===== src/include/decode_issue_cfg.svh =====
`ifndef DECODE_ISSUE_CFG_SVH
`define DECODE_ISSUE_CFG_SVH

// Data and PC width
`define DI_XLEN 32

// Execution units and their bit positions in the unit vectors
`define DI_NUM_UNITS 5
`define DI_UNIT_ALU 0
`define DI_UNIT_BR 1
`define DI_UNIT_LS 2
`define DI_UNIT_SYS 3
`define DI_UNIT_MULDIV 4

// Register file read ports
`define DI_RS1 0
`define DI_RS2 1

`endif

===== src/source/rv_decode_pkg.sv =====
package rv_decode_pkg;

    ////////////////////////////////////////
    // Opcodes, bits [6:2] of the RV32I opcode
    typedef enum logic [4:0] {
        LOAD      = 5'b00000,
        FENCE     = 5'b00011,
        ARITH_IMM = 5'b00100,
        AUIPC     = 5'b00101,
        STORE     = 5'b01000,
        ARITH     = 5'b01100,
        LUI       = 5'b01101,
        BRANCH    = 5'b11000,
        JALR      = 5'b11001,
        JAL       = 5'b11011,
        SYSTEM    = 5'b11100
    } opcode_t;

    // funct3 codes of the integer operations
    localparam logic [2:0] FN3_ADD_SUB = 3'b000;
    localparam logic [2:0] FN3_SLL = 3'b001;
    localparam logic [2:0] FN3_SLT = 3'b010;
    localparam logic [2:0] FN3_SLTU = 3'b011;
    localparam logic [2:0] FN3_XOR = 3'b100;
    localparam logic [2:0] FN3_SRL_SRA = 3'b101;
    localparam logic [2:0] FN3_OR = 3'b110;
    localparam logic [2:0] FN3_AND = 3'b111;

    ////////////////////////////////////////
    // ALU control
    typedef enum logic [1:0] {
        CONSTANT = 2'd0,
        SLT      = 2'd1,
        SHIFT    = 2'd2,
        ADD_SUB  = 2'd3
    } alu_op_t;

    // Adder path result selection
    typedef enum logic [1:0] {
        ADD = 2'd0,
        XOR = 2'd1,
        OR  = 2'd2,
        AND = 2'd3
    } alu_logic_op_t;

    ////////////////////////////////////////
    // Instruction word views
    typedef struct packed {
        logic [6:0] funct7;
        logic [4:0] rs2;
        logic [4:0] rs1;
        logic [2:0] funct3;
        logic [4:0] rd;
        logic [6:0] opcode;
    } r_type_t;

    typedef struct packed {
        logic [11:0] imm;
        logic [4:0] rs1;
        logic [2:0] funct3;
        logic [4:0] rd;
        logic [6:0] opcode;
    } i_type_t;

    typedef union packed {
        r_type_t r;
        i_type_t i;
    } instr_u;

endpackage


===== src/source/decode_issue_top.sv =====
`include "decode_issue_cfg.svh"

module decode_issue_top (
    input logic clk,
    input logic rst,
    // Fetch
    input logic decode_valid_i,
    input logic [`DI_XLEN-1:0] decode_pc_i,
    input rv_decode_pkg::instr_u decode_instr_i,
    output logic decode_advance_o,
    // Scoreboard and register file
    input logic [1:0] inuse_i,
    output logic [1:0][4:0] rs_addr_o,
    input logic [`DI_XLEN-1:0] rs1_data_i,
    input logic [`DI_XLEN-1:0] rs2_data_i,
    // Units and control
    input logic [`DI_NUM_UNITS-1:0] unit_ready_i,
    input logic flush_i,
    input logic issue_hold_i,
    output logic [`DI_NUM_UNITS-1:0] issue_to_o,
    output logic instruction_issued_o,
    output rv_decode_pkg::instr_u issue_instr_o,
    output logic [`DI_XLEN-1:0] issue_pc_o,
    // ALU operands
    output logic [`DI_XLEN-1:0] constant_adder_o,
    output logic [`DI_XLEN:0] alu_in1_o,
    output logic [`DI_XLEN:0] alu_in2_o,
    output logic [4:0] shift_amount_o,
    output rv_decode_pkg::alu_op_t alu_op_o,
    output rv_decode_pkg::alu_logic_op_t alu_logic_op_o,
    output logic alu_subtract_o
);

    import rv_decode_pkg::*;

    logic [`DI_NUM_UNITS-1:0] unit_needed;
    logic uses_rs1;
    logic uses_rs2;
    alu_op_t dec_alu_op;
    alu_logic_op_t dec_alu_logic_op;
    logic dec_alu_subtract;
    logic dec_alu_imm_type;
    logic stage_ready;

    ////////////////////////////////////////
    // Decode of the incoming instruction
    // rd use is for the scoreboard side and not needed at issue here
    rv_decoder u_decoder (
        .decode_instr_i (decode_instr_i),
        .unit_needed_o (unit_needed),
        .uses_rs1_o (uses_rs1),
        .uses_rs2_o (uses_rs2),
        .uses_rd_o (),
        .alu_op_o (dec_alu_op),
        .alu_logic_op_o (dec_alu_logic_op),
        .alu_subtract_o (dec_alu_subtract),
        .alu_imm_type_o (dec_alu_imm_type)
    );

    issue_stage u_issue (
        .clk (clk),
        .rst (rst),
        .decode_valid_i (decode_valid_i),
        .decode_pc_i (decode_pc_i),
        .decode_instr_i (decode_instr_i),
        .unit_needed_i (unit_needed),
        .uses_rs1_i (uses_rs1),
        .uses_rs2_i (uses_rs2),
        .inuse_i (inuse_i),
        .unit_ready_i (unit_ready_i),
        .flush_i (flush_i),
        .issue_hold_i (issue_hold_i),
        .decode_advance_o (decode_advance_o),
        .stage_ready_o (stage_ready),
        .issue_instr_o (issue_instr_o),
        .issue_pc_o (issue_pc_o),
        .issue_to_o (issue_to_o),
        .instruction_issued_o (instruction_issued_o),
        .rs_addr_o (rs_addr_o)
    );

    // ALU controls load in step with the issue register
    alu_operand_gen u_alu_ops (
        .clk (clk),
        .decode_load_i (stage_ready),
        .decode_pc_i (decode_pc_i),
        .decode_instr_i (decode_instr_i),
        .alu_op_i (dec_alu_op),
        .alu_logic_op_i (dec_alu_logic_op),
        .alu_subtract_i (dec_alu_subtract),
        .alu_imm_type_i (dec_alu_imm_type),
        .issue_instr_i (issue_instr_o),
        .rs1_data_i (rs1_data_i),
        .rs2_data_i (rs2_data_i),
        .constant_adder_o (constant_adder_o),
        .alu_in1_o (alu_in1_o),
        .alu_in2_o (alu_in2_o),
        .shift_amount_o (shift_amount_o),
        .alu_op_o (alu_op_o),
        .alu_logic_op_o (alu_logic_op_o),
        .alu_subtract_o (alu_subtract_o)
    );

endmodule


===== src/source/alu_operand_gen.sv =====
`include "decode_issue_cfg.svh"

module alu_operand_gen (
    input logic clk,
    input logic decode_load_i,
    input logic [`DI_XLEN-1:0] decode_pc_i,
    input rv_decode_pkg::instr_u decode_instr_i,
    input rv_decode_pkg::alu_op_t alu_op_i,
    input rv_decode_pkg::alu_logic_op_t alu_logic_op_i,
    input logic alu_subtract_i,
    input logic alu_imm_type_i,
    input rv_decode_pkg::instr_u issue_instr_i,
    input logic [`DI_XLEN-1:0] rs1_data_i,
    input logic [`DI_XLEN-1:0] rs2_data_i,
    output logic [`DI_XLEN-1:0] constant_adder_o,
    output logic [`DI_XLEN:0] alu_in1_o,
    output logic [`DI_XLEN:0] alu_in2_o,
    output logic [4:0] shift_amount_o,
    output rv_decode_pkg::alu_op_t alu_op_o,
    output rv_decode_pkg::alu_logic_op_t alu_logic_op_o,
    output logic alu_subtract_o
);

    import rv_decode_pkg::*;

    opcode_t opcode_trim;
    logic [`DI_XLEN-1:0] upper_imm;
    logic alu_imm_type_r;
    logic [`DI_XLEN-1:0] operand2;
    logic unsigned_op;

    assign opcode_trim = opcode_t'(decode_instr_i.i.opcode[6:2]);
    assign upper_imm = {decode_instr_i.i.imm, decode_instr_i.i.rs1,
                        decode_instr_i.i.funct3, 12'b0};

    ////////////////////////////////////////
    // Loaded together with the issue register
    // Constant adder gives LUI, AUIPC and link results, and PC+4 otherwise
    always_ff @(posedge clk) begin
        if (decode_load_i) begin
            constant_adder_o <= ((opcode_trim == LUI) ? '0 : decode_pc_i) +
                ((opcode_trim inside {LUI, AUIPC}) ? upper_imm : `DI_XLEN'd4);
            alu_op_o <= alu_op_i;
            alu_logic_op_o <= alu_logic_op_i;
            alu_subtract_o <= alu_subtract_i;
            alu_imm_type_r <= alu_imm_type_i;
        end
    end

    ////////////////////////////////////////
    // Operands in the issue cycle
    assign operand2 = alu_imm_type_r ?
        {{(`DI_XLEN-12){issue_instr_i.i.imm[11]}}, issue_instr_i.i.imm} : rs2_data_i;

    // funct3 bit 0 marks SLTU and SLTIU, compared without sign
    assign unsigned_op = issue_instr_i.i.funct3[0];

    assign alu_in1_o = {rs1_data_i[`DI_XLEN-1] & !unsigned_op, rs1_data_i};
    assign alu_in2_o = {operand2[`DI_XLEN-1] & !unsigned_op, operand2};

    // shamt sits in the low immediate bits for the immediate shifts
    assign shift_amount_o = alu_imm_type_r ? issue_instr_i.i.imm[4:0] : rs2_data_i[4:0];

endmodule


===== src/source/issue_stage.sv =====
`include "decode_issue_cfg.svh"

module issue_stage (
    input logic clk,
    input logic rst,
    input logic decode_valid_i,
    input logic [`DI_XLEN-1:0] decode_pc_i,
    input rv_decode_pkg::instr_u decode_instr_i,
    input logic [`DI_NUM_UNITS-1:0] unit_needed_i,
    input logic uses_rs1_i,
    input logic uses_rs2_i,
    input logic [1:0] inuse_i,
    input logic [`DI_NUM_UNITS-1:0] unit_ready_i,
    input logic flush_i,
    input logic issue_hold_i,
    output logic decode_advance_o,
    output logic stage_ready_o,
    output rv_decode_pkg::instr_u issue_instr_o,
    output logic [`DI_XLEN-1:0] issue_pc_o,
    output logic [`DI_NUM_UNITS-1:0] issue_to_o,
    output logic instruction_issued_o,
    output logic [1:0][4:0] rs_addr_o
);

    import rv_decode_pkg::*;

    logic stage_valid;
    logic [`DI_NUM_UNITS-1:0] unit_needed_r;
    logic uses_rs1_r;
    logic uses_rs2_r;
    logic rs1_conflict;
    logic rs2_conflict;
    logic operands_ready;
    logic units_ready;
    logic issue_valid;

    ////////////////////////////////////////
    // Stage load
    // Room for a new instruction when empty or when the held one leaves
    assign stage_ready_o = !stage_valid || instruction_issued_o;
    assign decode_advance_o = decode_valid_i && stage_ready_o;

    always_ff @(posedge clk) begin
        if (stage_ready_o) begin
            issue_instr_o <= decode_instr_i;
            issue_pc_o <= decode_pc_i;
            unit_needed_r <= unit_needed_i;
            uses_rs1_r <= uses_rs1_i;
            uses_rs2_r <= uses_rs2_i;
        end
    end

    always_ff @(posedge clk) begin
        if (rst || flush_i) begin
            stage_valid <= 1'b0;
        end else if (stage_ready_o) begin
            stage_valid <= decode_valid_i;
        end
    end

    // Held source addresses go to the register file and scoreboard
    assign rs_addr_o[`DI_RS1] = issue_instr_o.r.rs1;
    assign rs_addr_o[`DI_RS2] = issue_instr_o.r.rs2;

    ////////////////////////////////////////
    // Issue decision
    assign rs1_conflict = inuse_i[`DI_RS1] && uses_rs1_r;
    assign rs2_conflict = inuse_i[`DI_RS2] && uses_rs2_r;
    assign operands_ready = !rs1_conflict && !rs2_conflict;

    // Jumps wait until both ALU and branch unit can take them
    assign units_ready = ((unit_needed_r & ~unit_ready_i) == '0);

    assign issue_valid = stage_valid && operands_ready && units_ready && !issue_hold_i;
    assign instruction_issued_o = issue_valid && !flush_i;
    assign issue_to_o = {`DI_NUM_UNITS{instruction_issued_o}} & unit_needed_r;

    ////////////////////////////////////////
    // Checks
    assert property (@(posedge clk) disable iff (rst)
        !stage_valid |-> (issue_to_o == '0))
        else $error("issue_stage: issue pulse with empty stage");

    assert property (@(posedge clk) disable iff (rst)
        flush_i |-> (issue_to_o == '0))
        else $error("issue_stage: issue pulse during flush");

endmodule


===== src/source/rv_decoder.sv =====
`include "decode_issue_cfg.svh"

module rv_decoder (
    input rv_decode_pkg::instr_u decode_instr_i,
    output logic [`DI_NUM_UNITS-1:0] unit_needed_o,
    output logic uses_rs1_o,
    output logic uses_rs2_o,
    output logic uses_rd_o,
    output rv_decode_pkg::alu_op_t alu_op_o,
    output rv_decode_pkg::alu_logic_op_t alu_logic_op_o,
    output logic alu_subtract_o,
    output logic alu_imm_type_o
);

    import rv_decode_pkg::*;

    opcode_t opcode_trim;
    logic [2:0] fn3;
    logic [6:0] fn7;
    logic mul_div_op;
    logic sub_instr;

    // Low two opcode bits are always 2'b11 for 32-bit encodings
    assign opcode_trim = opcode_t'(decode_instr_i.r.opcode[6:2]);
    assign fn3 = decode_instr_i.r.funct3;
    assign fn7 = decode_instr_i.r.funct7;

    ////////////////////////////////////////
    // Unit selection
    assign mul_div_op = (opcode_trim == ARITH) && fn7[0];

    assign unit_needed_o[`DI_UNIT_BR] = opcode_trim inside {BRANCH, JAL, JALR};
    // Jumps also need the ALU to write the link address
    assign unit_needed_o[`DI_UNIT_ALU] =
        (opcode_trim inside {ARITH, ARITH_IMM, AUIPC, LUI, JAL, JALR}) && !mul_div_op;
    assign unit_needed_o[`DI_UNIT_LS] = opcode_trim inside {LOAD, STORE, FENCE};
    assign unit_needed_o[`DI_UNIT_SYS] = (opcode_trim == SYSTEM);
    assign unit_needed_o[`DI_UNIT_MULDIV] = mul_div_op;

    ////////////////////////////////////////
    // Register use
    assign uses_rs1_o = opcode_trim inside {JALR, BRANCH, LOAD, STORE, ARITH_IMM, ARITH};
    // Store data is not waited on at issue
    assign uses_rs2_o = opcode_trim inside {BRANCH, ARITH};
    assign uses_rd_o = opcode_trim inside {LUI, AUIPC, JAL, JALR, LOAD, ARITH_IMM, ARITH};

    ////////////////////////////////////////
    // ALU control
    always_comb begin
        case (opcode_trim)
            LUI, AUIPC, JAL, JALR: begin
                alu_op_o = CONSTANT;
            end
            default: begin
                case (fn3)
                    FN3_SLT, FN3_SLTU: alu_op_o = SLT;
                    FN3_SLL, FN3_SRL_SRA: alu_op_o = SHIFT;
                    default: alu_op_o = ADD_SUB;
                endcase
            end
        endcase
    end

    always_comb begin
        case (fn3)
            FN3_XOR: alu_logic_op_o = XOR;
            FN3_OR: alu_logic_op_o = OR;
            FN3_AND: alu_logic_op_o = AND;
            // ADD, SUB, SLT and SLTU all go through the adder
            default: alu_logic_op_o = ADD;
        endcase
    end

    // SUB only exists in the register form
    assign sub_instr = (opcode_trim == ARITH) && (fn3 == FN3_ADD_SUB) && fn7[5];

    // Comparisons are done by subtraction
    assign alu_subtract_o = (fn3 inside {FN3_SLT, FN3_SLTU}) || sub_instr;
    assign alu_imm_type_o = (opcode_trim == ARITH_IMM);

    ////////////////////////////////////////
    // Checks
    always_comb begin
        assert ($countones(unit_needed_o) <= 2)
            else $error("decoder: more than two units selected");
    end

endmodule


===== config.mk =====
export PLATFORM = sky130hd
export DESIGN_NAME = decode_issue_top
export DESIGN_NICKNAME = d
export VERILOG_FILES = /design/src/source/rv_decode_pkg.sv /design/src/source/decode_issue_top.sv /design/src/source/alu_operand_gen.sv /design/src/source/issue_stage.sv /design/src/source/rv_decoder.sv
export VERILOG_INCLUDE_DIRS = /design/src /design/src/include
export SDC_FILE = /design/constraint.sdc
export NUM_CORES = 1
export LEC_CHECK = 0
export BUFFER_PORTS_ARGS = -buffer_cell sky130_fd_sc_hd__buf_2
export CAP_MARGIN = 20
export CORE_AREA = 2 2 127 129
export DETAILED_ROUTE_END_ITERATION = 8
export DIE_AREA = 0 0 129 131
export MAX_ROUTING_LAYER = met4
export PLACE_DENSITY = 0.73
export RECOVER_POWER = 25
export SETUP_SLACK_MARGIN = 0.3
export SLEW_MARGIN = 20
export SYNTH_ARGS = -nofsm -noshare
export SYNTH_HDL_FRONTEND = slang
export SYNTH_SLANG_ARGS = --single-unit

===== constraint.sdc =====
create_clock -name clk -period 9.3 [get_ports clk]
set_input_delay 2.79 -clock clk [delete_from_list [all_inputs] [get_ports clk]]
set_output_delay 2.79 -clock clk [all_outputs]
set_load 0.02 [all_outputs]

# --- After elaboration in Yosys (flattened, before gate mapping) ---
# Cells that the tools add are included.
word_totals:
  register_bits: 110
  inputBits: 140
  out_inout_bits: 189
op_classes:
  n_addsub: 1
  n_eq_ne: 17
  n_mux: 6
  n_bitwise: 5
  n_reduce_logical: 35
op_table:
  columns: ["operator", "count"]
  rows:
  - ["32-bit 2-to-1 mux", 3]
  - ["32-bit adder", 1]
  - ["5-bit equality test, second input constant", 4]
  - ["5-bit by 4-bit equality test with 1-bit output, second input constant", 3]
  - ["3-bit equality test, second input constant", 4]
  - ["1-bit logical AND", 12]
  - ["6-bit nonzero test", 2]
  - ["5-bit bitwise AND", 2]
  - ["5-bit by 3-bit equality test with 1-bit output, second input constant", 2]
  - ["5-bit logical NOT", 2]
  - ["1-bit logical NOT", 7]
  - ["3-bit by 2-bit equality test with 1-bit output, second input constant", 2]
  - ["2-bit case mux with 3 select lines", 1]
  - ["2-bit nonzero test", 3]
  - ["3-bit nonzero test", 2]
  - ["5-bit by 2-bit equality test with 1-bit output, second input constant", 1]
  - ["5-bit 2-to-1 mux", 1]
  - ["5-bit inverter", 1]
  - ["2-bit case mux with 2 select lines", 1]
  - ["2-bit OR reduction", 2]
  - ["4-bit OR reduction", 1]
  - ["3-bit by 1-bit equality test with 1-bit output, second input constant", 1]
  - ["3-bit logical NOT", 1]
  - ["1-bit logical OR", 3]
  - ["1-bit bitwise AND", 2]

# --- Longest topological paths before layout ---
# Gate-level depths: netlist of run 1.
logic_depth:
  ltp_word: 9
  mapped_depth: 12
  ltp_nobuf: 11

# --- Cells and area by module ---
# Synthesis of run 1 repeated with hierarchy kept, for this count alone.
hier_totals:
  cells_unflattened: 484
  area_unflattened_um2: 5840.6
modules_own_cells:
  columns: ["module", "instances", "cells_each", "area_each_um2"]
  rows:
  - ["alu_operand_gen", 1, 347, 3205.6]
  - ["issue_stage", 1, 103, 2398.6]
  - ["rv_decoder", 1, 34, 236.5]

# --- Worst setup path after synthesis of run 1 ---
# No wires, ideal clock.
synth_timing:
  path_type: "input port to output port"
  from: "input port inuse_i[1]"
  to: "output port decode_advance_o"
  arrival_time_ns: 6.797
  t_required_ns: 6.510
  path_slack_ns: -0.287
  path_stages: 5
  n_path_buf: 1
  path_cell_list: "a222oi_1 and4_1 clkbuf_1 nand2b_1 and2_1"
synth_between:
  elab_chain_cells: 9
synth_lines:
  columns: ["element", "line", "text"]
  rows:
  - ["start, declared", "decode_issue_top.sv:12", "input logic [1:0] inuse_i,"]
  - ["1-bit logical AND", "issue_stage.sv:68", "assign rs2_conflict = inuse_i[`DI_RS2] && uses_rs2_r;"]
  - ["1-bit logical NOT", "issue_stage.sv:69", "assign operands_ready = !rs1_conflict && !rs2_conflict;"]
  - ["1-bit logical AND", "issue_stage.sv:69", null]
  - ["1-bit logical AND (3 in a row)", "issue_stage.sv:74", "assign issue_valid = stage_valid && operands_ready && units_ready && !issue_hold_i;"]
  - ["1-bit logical AND", "issue_stage.sv:75", "assign instruction_issued_o = issue_valid && !flush_i;"]
  - ["via instruction_issued_o", "decode_issue_top.sv:21", "output logic instruction_issued_o,"]
  - ["1-bit logical OR", "issue_stage.sv:40", "assign stage_ready_o = !stage_valid || instruction_issued_o;"]
  - ["1-bit logical AND", "issue_stage.sv:41", "assign decode_advance_o = decode_valid_i && stage_ready_o;"]
  - ["end, declared", "decode_issue_top.sv:10", "output logic decode_advance_o,"]
# The timed path passes the listed nets, and every way through them passes these cells.

# --- Worst setup path after layout of run 1 ---
layout_timing:
  from: "input port inuse_i[1]"
  to: "output port decode_advance_o"
layout_between:
  elab_chain_cells: 9
layout_lines:
  columns: ["element", "line"]
  rows:
  - ["1-bit logical AND", "issue_stage.sv:68"]
  - ["1-bit logical NOT", "issue_stage.sv:69"]
  - ["1-bit logical AND", "issue_stage.sv:69"]
  - ["1-bit logical AND (3 in a row)", "issue_stage.sv:74"]
  - ["1-bit logical AND", "issue_stage.sv:75"]
  - ["1-bit logical OR", "issue_stage.sv:40"]
  - ["1-bit logical AND", "issue_stage.sv:41"]
# No other way between the ends.

==> results of run 1 <==
==> synth_stat cells, types with 2 or more instances <==
cell type    n  share of area, %
edfxtp_1   109                56
and2_1      49               5.2
buf_4       47               6.0
nor2_1      38               2.4
o21ai_0     38               3.2
inv_1       35               2.2
a21oi_1     29               2.5
nand2_1     25               1.6
ha_1        21               4.5
xnor2_1     15               2.2
clkbuf_1    12              0.77
xor2_1      12               1.8
mux2_2      11               2.1
a21o_1       9               1.2
a211oi_1     7              0.90
nand3_1      7              0.60
and3_1       6              0.64
nor3_1       5              0.43
nand4_1      4              0.43
nor2b_1      3              0.32
a41oi_1      2              0.30
nand2b_1     2              0.21
o211ai_1     2              0.26
o22ai_1      2              0.21
o31ai_1      2              0.26
or3_1        2              0.21
==> placed cells by master (no fill, tap or decap), types with 3 or more instances in the layout <==
cell,instances
clkbuf_1,70
mux2_2,11
clkbuf_16,9
a21o_1,9
edfxtp_1,109
nand4_1,4
inv_1,35
xnor2_1,15
nor3_1,5
a211oi_1,7
xor2_1,12
and3_1,6
nand3_1,7
buf_2,196
o21ai_0,38
and2_1,49
a21oi_1,29
nor2b_1,3
nor2_1,38
ha_1,21
nand2_1,25
==> worst max path at each step <==
stage	endpoint	startpoint	slack (ns)
6_report	decode_advance_o	inuse_i[1]	1.88
5_1_grt	decode_advance_o	inuse_i[1]	1.69
4_1_cts	decode_advance_o	inuse_i[1]	1.86
3_5_place_dp	decode_advance_o	inuse_i[1]	1.86
3_3_place_gp	decode_advance_o	inuse_i[1]	1.95
2_1_floorplan	decode_advance_o	inuse_i[1]	1.01
==> worst max-delay path: stages <==
cell and delay (ns):
buf_2 0.10, a222oi_1 0.34, and4_1 0.35, nand2b_4 0.68, and2_1 0.22, buf_2 0.16
==> metal layers <==
layer | up-vias | global-route usage, % | routed length [um]
li1 | 2227 | - | -
met1 | 2105 | 20.6 | 6310
met2 | 195 | 32.1 | 8000
met3 | 47 | 4.23 | 1130
met4 | 0 | 10.2 | 607
met5 | - | - | 0
==> kinds of logic (layout without fill, tap and decap cells) <==
group | count (synthesis) | after routing | share of synthesized area [%]
and+or+nand+nor | 150 | 150 | 13.5
DFF | 110 | 110 | 56.2
AOI/OAI and AO/OA | 102 | 102 | 10.4
buffers and inverters | 96 | 318 | 9.28
xor gates and xnor gates | 27 | 27 | 4.03
adders and majority gates | 21 | 21 | 4.48
muxes | 11 | 11 | 2.11
==> sequential cells by signal, indices dropped and copies added, names as in the netlist <==
name                        cells
u_alu_ops.alu_op_o              2
u_alu_ops.alu_imm_type_r        1
u_issue.issue_pc_o             32
u_issue.stage_valid             1
u_issue.uses_rs2_r              1
u_alu_ops.alu_subtract_o        1
u_issue.uses_rs1_r              1
u_alu_ops.alu_logic_op_o        2
u_issue.unit_needed_r           5
u_alu_ops.constant_adder_o     32
u_issue.issue_instr_o          32
==> area by class of cell <==
| cell class | instances | area, um2 |
|---|---|---|
| clock buffers | 9 | 225 |
| clock inverters | 7 | 82.6 |
| fillers | 1480 | 8310 |
| inverters | 35 | 131 |
| multi-input cells | 311 | 2030 |
| flip-flops and latches | 110 | 3290 |
| well taps | 216 | 270 |
| repair buffers | 267 | 1250 |
==> power by group through the flow <==
stage          Sequential [mW]  Clock (mW)  Combinational [mW]
2_1_floorplan            0.661           0               0.114
3_3_place_gp             0.614           0               0.230
3_5_place_dp             0.615           0               0.231
4_1_cts                  0.604       0.414               0.232
5_1_grt                  0.608       0.429               0.245
6_report                 0.604       0.403               0.225
==> results.py, run 1 <==
metrics = {
    "critical_path": {
        "r2r_start": "u_issue.uses_rs2_r$_DFFE_PN_",
        "rr_worst_depth": 4,
        "regToRegSetupSlack_ns": 6.44,
        "start_kind": "input port",
        "crit-reg2reg-capture": "u_issue.issue_instr_o[17]$_DFFE_PN_",
        "critPathKind": "in2out",
        "cp.arrival_ns": 4.63,
        "cp_max_fo": 58,
        "cp-end-kind": "output port",
        "required_ns": 6.51,
    },
    "job": {
        "drv_cap": 0,
    },
    "placed_design": {
        "dp_slack_ns": 1.86,
        "gp_congestion": 0.874,
        "io_buffers": 266,
        "hpwl_um": 12400,
        "dp_cells": 939,
        "placed_area_mm2": 0.00707,
    },
    "global_routing": {
        "grt_pass1_vias": 4251,
        "grt_usage_pct": 18.8,
        "grt_pass1_wl_um": 22700,
        "antenna_found_initial": 0,
        "grt_max_degree": 59,
        "gr-total-overflow": 0,
    },
    "sta": {
        "slew_headroom_pct": 25.8,
        "setup_viol": 0,
        "maxSlewViolCount": 0,
        "finalHoldViolCount": 0,
        "hold_slack_ns": 1.15,
        "max_freq_mhz": 135,
        "finalSetupTns_ns": 0,
        "setup_ws_ns": 1.88,
        "fin_crit_ns": 7.42,
        "worstMarginPinSlew_ns": 1.11,
        "rsz0062_at_grt": "no",
        "period_share_pct": 79.8,
        "skew_ns": 0.00648,
    },
    "pwr": {
        "finalPower_mw": 1.23,
        "power_switching_uw": 354,
        "clkPwrFrac_pct": 32.8,
        "power.share.combinational_pct": 18.2,
        "p_seq_share_pct": 49.0,
        "power-per-cell-area_mw_per_mm2": 169,
        "power.leakage_nw": 3.20,
        "ir_worst_vdd_uv": 84.3,
        "p_int_uw": 878,
        "switching_share_pct": 28.7,
    },
    "clock_tree": {
        "ctsRootBufferMaster": "clkbuf_16",
        "htree_levels": 3,
        "clockBufferDepth": 2,
        "cts.sinks": 110,
        "cts_made_buffers": 9,
        "post_cts_resize_count": 0,
        "cts_tree": "yes",
        "clock_latency_ns": 0.36,
        "holdBufCountCts": 0,
        "clkTransAtPathRegs_ns": 0.08,
        "post_cts_buffers": 0,
    },
    "layout": {
        "final_core_util_pct": 46.7,
        "instances_no_fill": 955,
        "fin_area_mm2": 0.00729,
        "fin_nets": 895,
        "areaGrowthSynthToFinish_pct": 24.3,
        "diodes": 0,
        "drive_gt1_share_pct": 31.3,
    },
    "floorplan": {
        "die-area_mm2": 0.0169,
        "initial_core_util_pct": 37.6,
        "top_level_ports": 329,
        "core_mm2": 0.0156,
        "rows": 46,
        "die_x_um": 129,
        "die_y_um": 131,
    },
    "yosys": {
        "synth-edff-count": 109,
        "seq_area_frac_synth_pct": 56.2,
        "ys_ff_latch": 110,
        "yosys.cell_types.count": 49,
        "syn_inst": 517,
        "syn_area_mm2": 0.00586,
        "synth_area_per_cell_um2": 11.3,
        "yosys_most_used_dff": "edfxtp_1",
        "postSynth.asyncResetShare_pct": 0,
        "ys_warn_count": 0,
        "synth_fp_nets": 678,
    },
    "detailed_routing": {
        "drt_iter0_markers": 243,
        "via_count": 4574,
        "antenna_left": 0,
        "finalWirelength_um": 16000,
        "routed_via_density": 4.79,
        "post-route-drc-count": 0,
        "firstDrtPassIters": 6,
        "drt-wirelength-per-cell_um": 16.8,
    },
    "min_path": {
        "holdPathStages": 1,
        "worstHoldEndpoint": "u_issue.unit_needed_r[3]$_DFFE_PN_",
        "hold_path.class": "reg2reg",
        "hold_start": "u_issue.stage_valid$_SDFFE_PP0N_",
    },
    "run_status": {
        "status": "complete, no violations",
    },
}
No activity file was read; power rests on OpenSTA's default activity.
==> run 2: changes to the inputs <==
Settings changed: ABC_AREA set to 1.
Clock period 9.3 ns to 6.93 ns, I/O delays scaled along.
==> run 2 against run 1 <==
Net effect: register-to-register slack worse by 1.8 ns; core utilization is 2.3 points higher; cell count is 19% higher; clock power is 26% higher; sequential power is 34% higher; first-iteration DRC count is 40% higher; critical path depth stayed put; cell area is 5.0% higher.
==> results.py, run 2 <==
metrics = {
    "run_status": {
        "status": "complete, no violations",
    },
    "yosys": {
        "synth_top_cell_area_share_pct": 52.4,
        "syn_inst": 694,
        "synth_top_area_cell": "edfxtp_1",
        "ys_warn_count": 0,
        "synth_compound_area_share_pct": 5.89,
        "synth_fp_nets": 855,
        "post-synth-top-count-cell": "nand2_1",
        "synth-edff-count": 109,
        "synth_common_cells": "203 x nand2_1, 109 x edfxtp_1, 86 x inv_1, 67 x nor2_1, 47 x buf_4",
        "postSynth.asyncResetShare_pct": 0,
        "ys_ff_latch": 110,
        "seq_area_frac_synth_pct": 52.7,
        "synth_top_family_by_area": "simple AND/OR/NAND/NOR gates",
        "synth_area_per_cell_um2": 9.00,
        "synth_mux_area_share_pct": 0,
        "yosys.area_share.adder_pct": 4.21,
        "synth_xor_area_share_pct": 1.82,
        "yosys_most_used_dff": "edfxtp_1",
        "synth.area.top_cells": "edfxtp_1 52%, nand2_1 12%, buf_4 5.7%",
        "synth_simple_gate_area_share_pct": 23.4,
        "syn_area_mm2": 0.00624,
        "yosys.cell_types.count": 33,
    },
    "pwr": {
        "power-per-cell-area_mw_per_mm2": 215,
        "p_int_mw": 1.14,
        "power_switching_uw": 504,
        "ir_worst_vdd_uv": 122,
        "switching_share_pct": 30.6,
        "power.share.combinational_pct": 20.0,
        "power.leakage_nw": 3.79,
        "p_seq_share_pct": 49.2,
        "clkPwrFrac_pct": 30.8,
    },
    "clock_tree": {
        "cts.sinks": 110,
        "clock_latency_ns": 0.36,
        "holdBufCountCts": 0,
        "cts_made_buffers": 9,
        "clkTransAtPathRegs_ns": 0.08,
        "cts_tree": "yes",
        "clockBufferDepth": 2,
        "post_cts_buffers": 0,
        "ctsRootBufferMaster": "clkbuf_16",
        "htree_levels": 3,
        "post_cts_resize_count": 0,
    },
    "detailed_routing": {
        "drt-wirelength-per-cell_um": 16.7,
        "routed_via_density": 4.69,
        "via_count": 5333,
        "finalWirelength_um": 19000,
        "antenna_left": 0,
        "post-route-drc-count": 0,
        "firstDrtPassIters": 4,
        "drt_iter0_markers": 340,
    },
    "sta": {
        "finalHoldViolCount": 0,
        "finalSetupTns_ns": 0,
        "max_freq_mhz": 190,
        "setup_ws_ns": 1.67,
        "hold_slack_ns": 0.528,
        "period_share_pct": 75.9,
        "fin_crit_ns": 5.26,
        "slew_headroom_pct": 38.6,
        "rsz0062_at_grt": "no",
        "skew_ns": 0.00910,
        "setup_viol": 0,
        "maxSlewViolCount": 0,
        "worstMarginPinSlew_ns": 0.920,
    },
    "placed_design": {
        "hpwl_um": 15500,
        "dp_slack_ns": 1.71,
        "gp_congestion": 0.943,
        "io_buffers": 266,
        "placed_area_mm2": 0.00745,
    },
    "floorplan": {
        "die-area_mm2": 0.0169,
        "die_x_um": 129,
        "die_y_um": 131,
        "core_mm2": 0.0156,
        "rows": 46,
        "initial_core_util_pct": 40.0,
        "top_level_ports": 329,
    },
    "min_path": {
        "hold_path.class": "reg2reg",
        "hold_start": "u_issue.stage_valid$_SDFFE_PP0N_",
    },
    "critical_path": {
        "crit_chain": "buf_2 > o22ai_1 > a211oi_1 > nand3_1 > a21oi_1 > buf_2",
        "slowest_stage": "nand3_1",
        "cp-end-kind": "output port",
        "cp_max_fo": 8,
        "critPathKind": "in2out",
        "cp.arrival_ns": 3.18,
        "critPathLaunch": "unit_ready_i[1]",
        "start_kind": "input port",
        "r2r_start": "u_issue.unit_needed_r[4]$_DFFE_PN_",
        "max_stage_delay_ns": 0.32,
        "required_ns": 4.85,
        "crit_top_cell": "buf_2",
    },
    "global_routing": {
        "grt_max_degree": 61,
        "grt_usage_pct": 22.8,
        "antenna_found_initial": 2,
        "grt_pass1_vias": 5171,
        "grt_pass1_wl_um": 27600,
        "gr-total-overflow": 0,
    },
    "layout": {
        "areaGrowthSynthToFinish_pct": 22.5,
        "reg_top3": "u_alu_ops.constant_adder_o (32), u_issue.issue_instr_o (32), u_issue.issue_pc_o (32)",
        "final_core_util_pct": 49.0,
        "final_cell_mix": "202 x nand2_1, 196 x buf_2, 109 x edfxtp_1, 87 x inv_1, 71 x clkbuf_1",
        "final_common_cell": "nand2_1",
        "drive_gt1_share_pct": 25.1,
        "fin_area_mm2": 0.00765,
        "fin_nets": 1075,
    },
    "job": {
        "drv_cap": 0,
    },
}
==> run 2: final cells by class <==
class	instances	area [um2]
Multi-Input combinational cell	437	2210
Inverter	88	330
Fill cell	1560	7950
Tap cell	216	270
Clock inverter	6	52.6
Clock buffer	10	229
Timing Repair Buffer	268	1260
Antenna cell	2	5.00
Sequential cell	110	3290
==> run 2: per-layer routing <==
layer  track usage (%)  part of all wire [%]  vias to the layer above
met5                 -                     0                        -
met4              8.82                   2.2                        0
met3              5.90                   6.8                       27
met2              37.8                    49                      210
met1              26.6                    42                     2430
li1                  -                     -                     2666
==> run 2: metrics by stage <==
| stage | total power [mW] | instances |
|---|---|---|
| final | 1.65 | 1137 |
| after global routing | 1.71 | 1137 |
| after CTS | 1.67 | 1135 |
| after detailed placement | 1.16 | 1119 |
| after global placement | 1.16 | 1119 |
| after floorplan | 1.05 | 694 |
==> run 2: worst paths after layout <==
path | to | depth (start not counted) | slack [ns]
worst max-delay path | decode_advance_o | 6 | 1.67
worst min-delay path | u_issue.stage_valid$_SDFFE_PP0N_ | 2 | 0.53
worst max register to register | u_issue.issue_pc_o[30]$_DFFE_PN_ | 6 | 4.68
worst min register to register | u_issue.stage_valid$_SDFFE_PP0N_ | 2 | 0.53
==> run 2: power groups by stage <==
| stage | logic (mW) | registers (mW) | clock network [mW] |
|---|---|---|---|
| floorplan | 0.166 | 0.888 | 0 |
| global placement | 0.337 | 0.822 | 0 |
| detailed placement | 0.339 | 0.823 | 0 |
| CTS | 0.340 | 0.809 | 0.516 |
| global route | 0.358 | 0.815 | 0.538 |
| finish | 0.330 | 0.809 | 0.507 |
==> run 2: worst max-delay path: cells and delay by family <==
kind	cells	cell delay (ns)
buffers and inverters	2	0.27
AO/OA/AOI/OAI	3	0.51
AND/OR/NAND/NOR	1	0.32
==> run 2: kinds of logic after synthesis <==
family,after synthesis
simple gates,336
buf+inv,147
flops,110
compound gates,67
fa+ha+maj,21
xor+xnor,13
==> run 3: changes to the inputs <==
Settings changed: ABC_AREA 1 to 0.
Clock period 6.93 ns to 4.4 ns, I/O delays scaled along.
==> run 3 against run 2 <==
Net effect: die area did not move; first-iteration DRC count fell by 46%; combinational power rose by 49%; clock power rose by 50%; largest power group unchanged.
==> results.py, run 3 (synthesis gave the netlist of run 1 again) <==
metrics = {
    "placed_design": {
        "gp_congestion": 0.896,
        "io_buffers": 266,
        "hpwl_um": 12900,
        "dp_cells": 952,
        "placed_area_mm2": 0.00717,
    },
    "sta": {
        "fin_crit_ns": 3.89,
        "setup_viol": 0,
        "period_share_pct": 88.3,
        "slew_headroom_pct": 49.6,
        "skew_ns": 0.00342,
        "maxSlewViolCount": 0,
        "rsz0062_at_grt": "no",
        "max_freq_mhz": 257,
        "worstMarginPinSlew_ns": 0.756,
        "finalHoldViolCount": 0,
    },
    "min_path": {
        "hold_path.class": "reg2reg",
    },
    "clock_tree": {
        "clock_latency_ns": 0.36,
        "post_cts_resize_count": 0,
        "cts_made_buffers": 9,
        "cts.sinks": 110,
        "cts_tree": "yes",
        "clockBufferDepth": 2,
        "holdBufCountCts": 0,
        "post_cts_buffers": 0,
        "ctsRootBufferMaster": "clkbuf_16",
        "htree_levels": 3,
        "clkTransAtPathRegs_ns": 0.07,
    },
    "layout": {
        "fin_nets": 908,
        "fin_area_mm2": 0.00735,
        "instances_no_fill": 969,
        "nFillCells": 1498,
        "areaGrowthSynthToFinish_pct": 25.4,
        "final_core_util_pct": 47.1,
        "final_cell_mix": "198 x buf_2, 109 x edfxtp_1, 72 x clkbuf_1, 48 x and2_1",
        "reg_top3": "u_alu_ops.constant_adder_o (32), u_issue.issue_instr_o (32), u_issue.issue_pc_o (32)",
        "drive_gt1_share_pct": 32.4,
        "final_common_cell": "buf_2",
    },
    "pwr": {
        "power-per-cell-area_mw_per_mm2": 343,
        "p_int_mw": 1.79,
        "ir_worst_vdd_uv": 163,
        "power.share.combinational_pct": 19.5,
        "finalPower_mw": 2.52,
        "clkPwrFrac_pct": 30.1,
        "switching_share_pct": 28.9,
        "power_switching_uw": 729,
        "p_seq_share_pct": 50.4,
        "power.leakage_nw": 3.24,
    },
    "critical_path": {
        "crit_family": "simple AND/OR/NAND/NOR gates",
        "cp.arrival_ns": 2.57,
        "crit_top_cell": "buf_2",
        "start_kind": "input port",
        "required_ns": 3.08,
        "cp-end-kind": "output port",
        "crit_chain": "buf_2 > inv_8 > a222oi_1 > and4_1 > nand2b_4 > and2_4 > buf_2",
        "max_stage_delay_ns": 0.35,
        "cp_max_fo": 7,
        "critPathKind": "in2out",
        "slowest_stage": "and4_1",
        "crit_buf_inv": 3,
    },
    "floorplan": {
        "initial_core_util_pct": 37.6,
        "die_x_um": 129,
        "core_mm2": 0.0156,
        "top_level_ports": 329,
        "die_y_um": 131,
        "die-area_mm2": 0.0169,
        "rows": 46,
    },
    "detailed_routing": {
        "drt-wirelength-per-cell_um": 17.0,
        "via_count": 4618,
        "finalWirelength_um": 16500,
        "antenna_left": 0,
        "drt_iter0_markers": 184,
        "routed_via_density": 4.77,
        "post-route-drc-count": 0,
        "firstDrtPassIters": 4,
    },
    "global_routing": {
        "grt_pass1_wl_um": 22900,
        "gr-total-overflow": 0,
        "grt_usage_pct": 19.2,
        "antenna_found_initial": 1,
        "grt_max_degree": 60,
        "grt_pass1_vias": 4259,
    },
    "run_status": {
        "status": "complete, no violations",
    },
    "job": {
        "drv_cap": 0,
    },
}
## run 3: worst paths after layout
path	from	end	slack, ns	cells after the start
setup / recovery	unit_ready_i[0]	decode_advance_o	0.51	7
hold / removal	u_issue.stage_valid$_SDFFE_PP0N_	u_issue.issue_instr_o[14]$_DFFE_PN_	1.05	2
setup reg to reg	u_issue.uses_rs2_r$_DFFE_PN_	u_issue.issue_pc_o[17]$_DFFE_PN_	1.45	5
hold reg to reg	u_issue.stage_valid$_SDFFE_PP0N_	u_issue.issue_instr_o[14]$_DFFE_PN_	1.05	2
## run 3: cell type report
class	instances	area, um2	area share, %
Timing Repair Buffer	280	1340	18.2
Tap cell	216	270	3.68
Multi-Input combinational cell	311	2040	27.7
Clock inverter	6	37.5	0.511
Sequential cell	110	3290	44.8
Inverter	35	139	1.89
Antenna cell	1	2.50	0.0340
Clock buffer	10	229	3.12
## run 3: worst register-to-register path: stages, from the launching register on
cell	delay (ns)
edfxtp_1	0.38
a222oi_1	0.35
and4_1	0.35
nand2b_4	0.17
buf_4	0.59
buf_4	0.73
## run 3: layer usage
metal  track usage, %  wire length (um)  share of wire [%]
met1             20.7              6400                 39
met2             33.8              8430                 51
met3             4.48              1170                7.1
met4             8.38               479                2.9
met5                -                 0                  0
## run 3: power by group through the flow
stage	registers, mW	logic (mW)	clock network [mW]
after detailed placement	1.30	0.507	0
after floorplan	1.40	0.242	0
after CTS	1.27	0.509	0.783
after global routing	1.28	0.533	0.820
after global placement	1.29	0.505	0
final	1.27	0.492	0.759
## run 3: metrics by stage
stage / TNS, ns / hold slack (ns) / worst slack (ns)
after floorplan: -0.0679 / 1.29 / -0.0679
after global placement: 0 / 1.04 / 0.196
after detailed placement: 0 / 1.05 / 0.130
after CTS: 0 / 1.08 / 0.506
after global routing: 0 / 1.12 / 0.284
final: 0 / 1.05 / 0.514
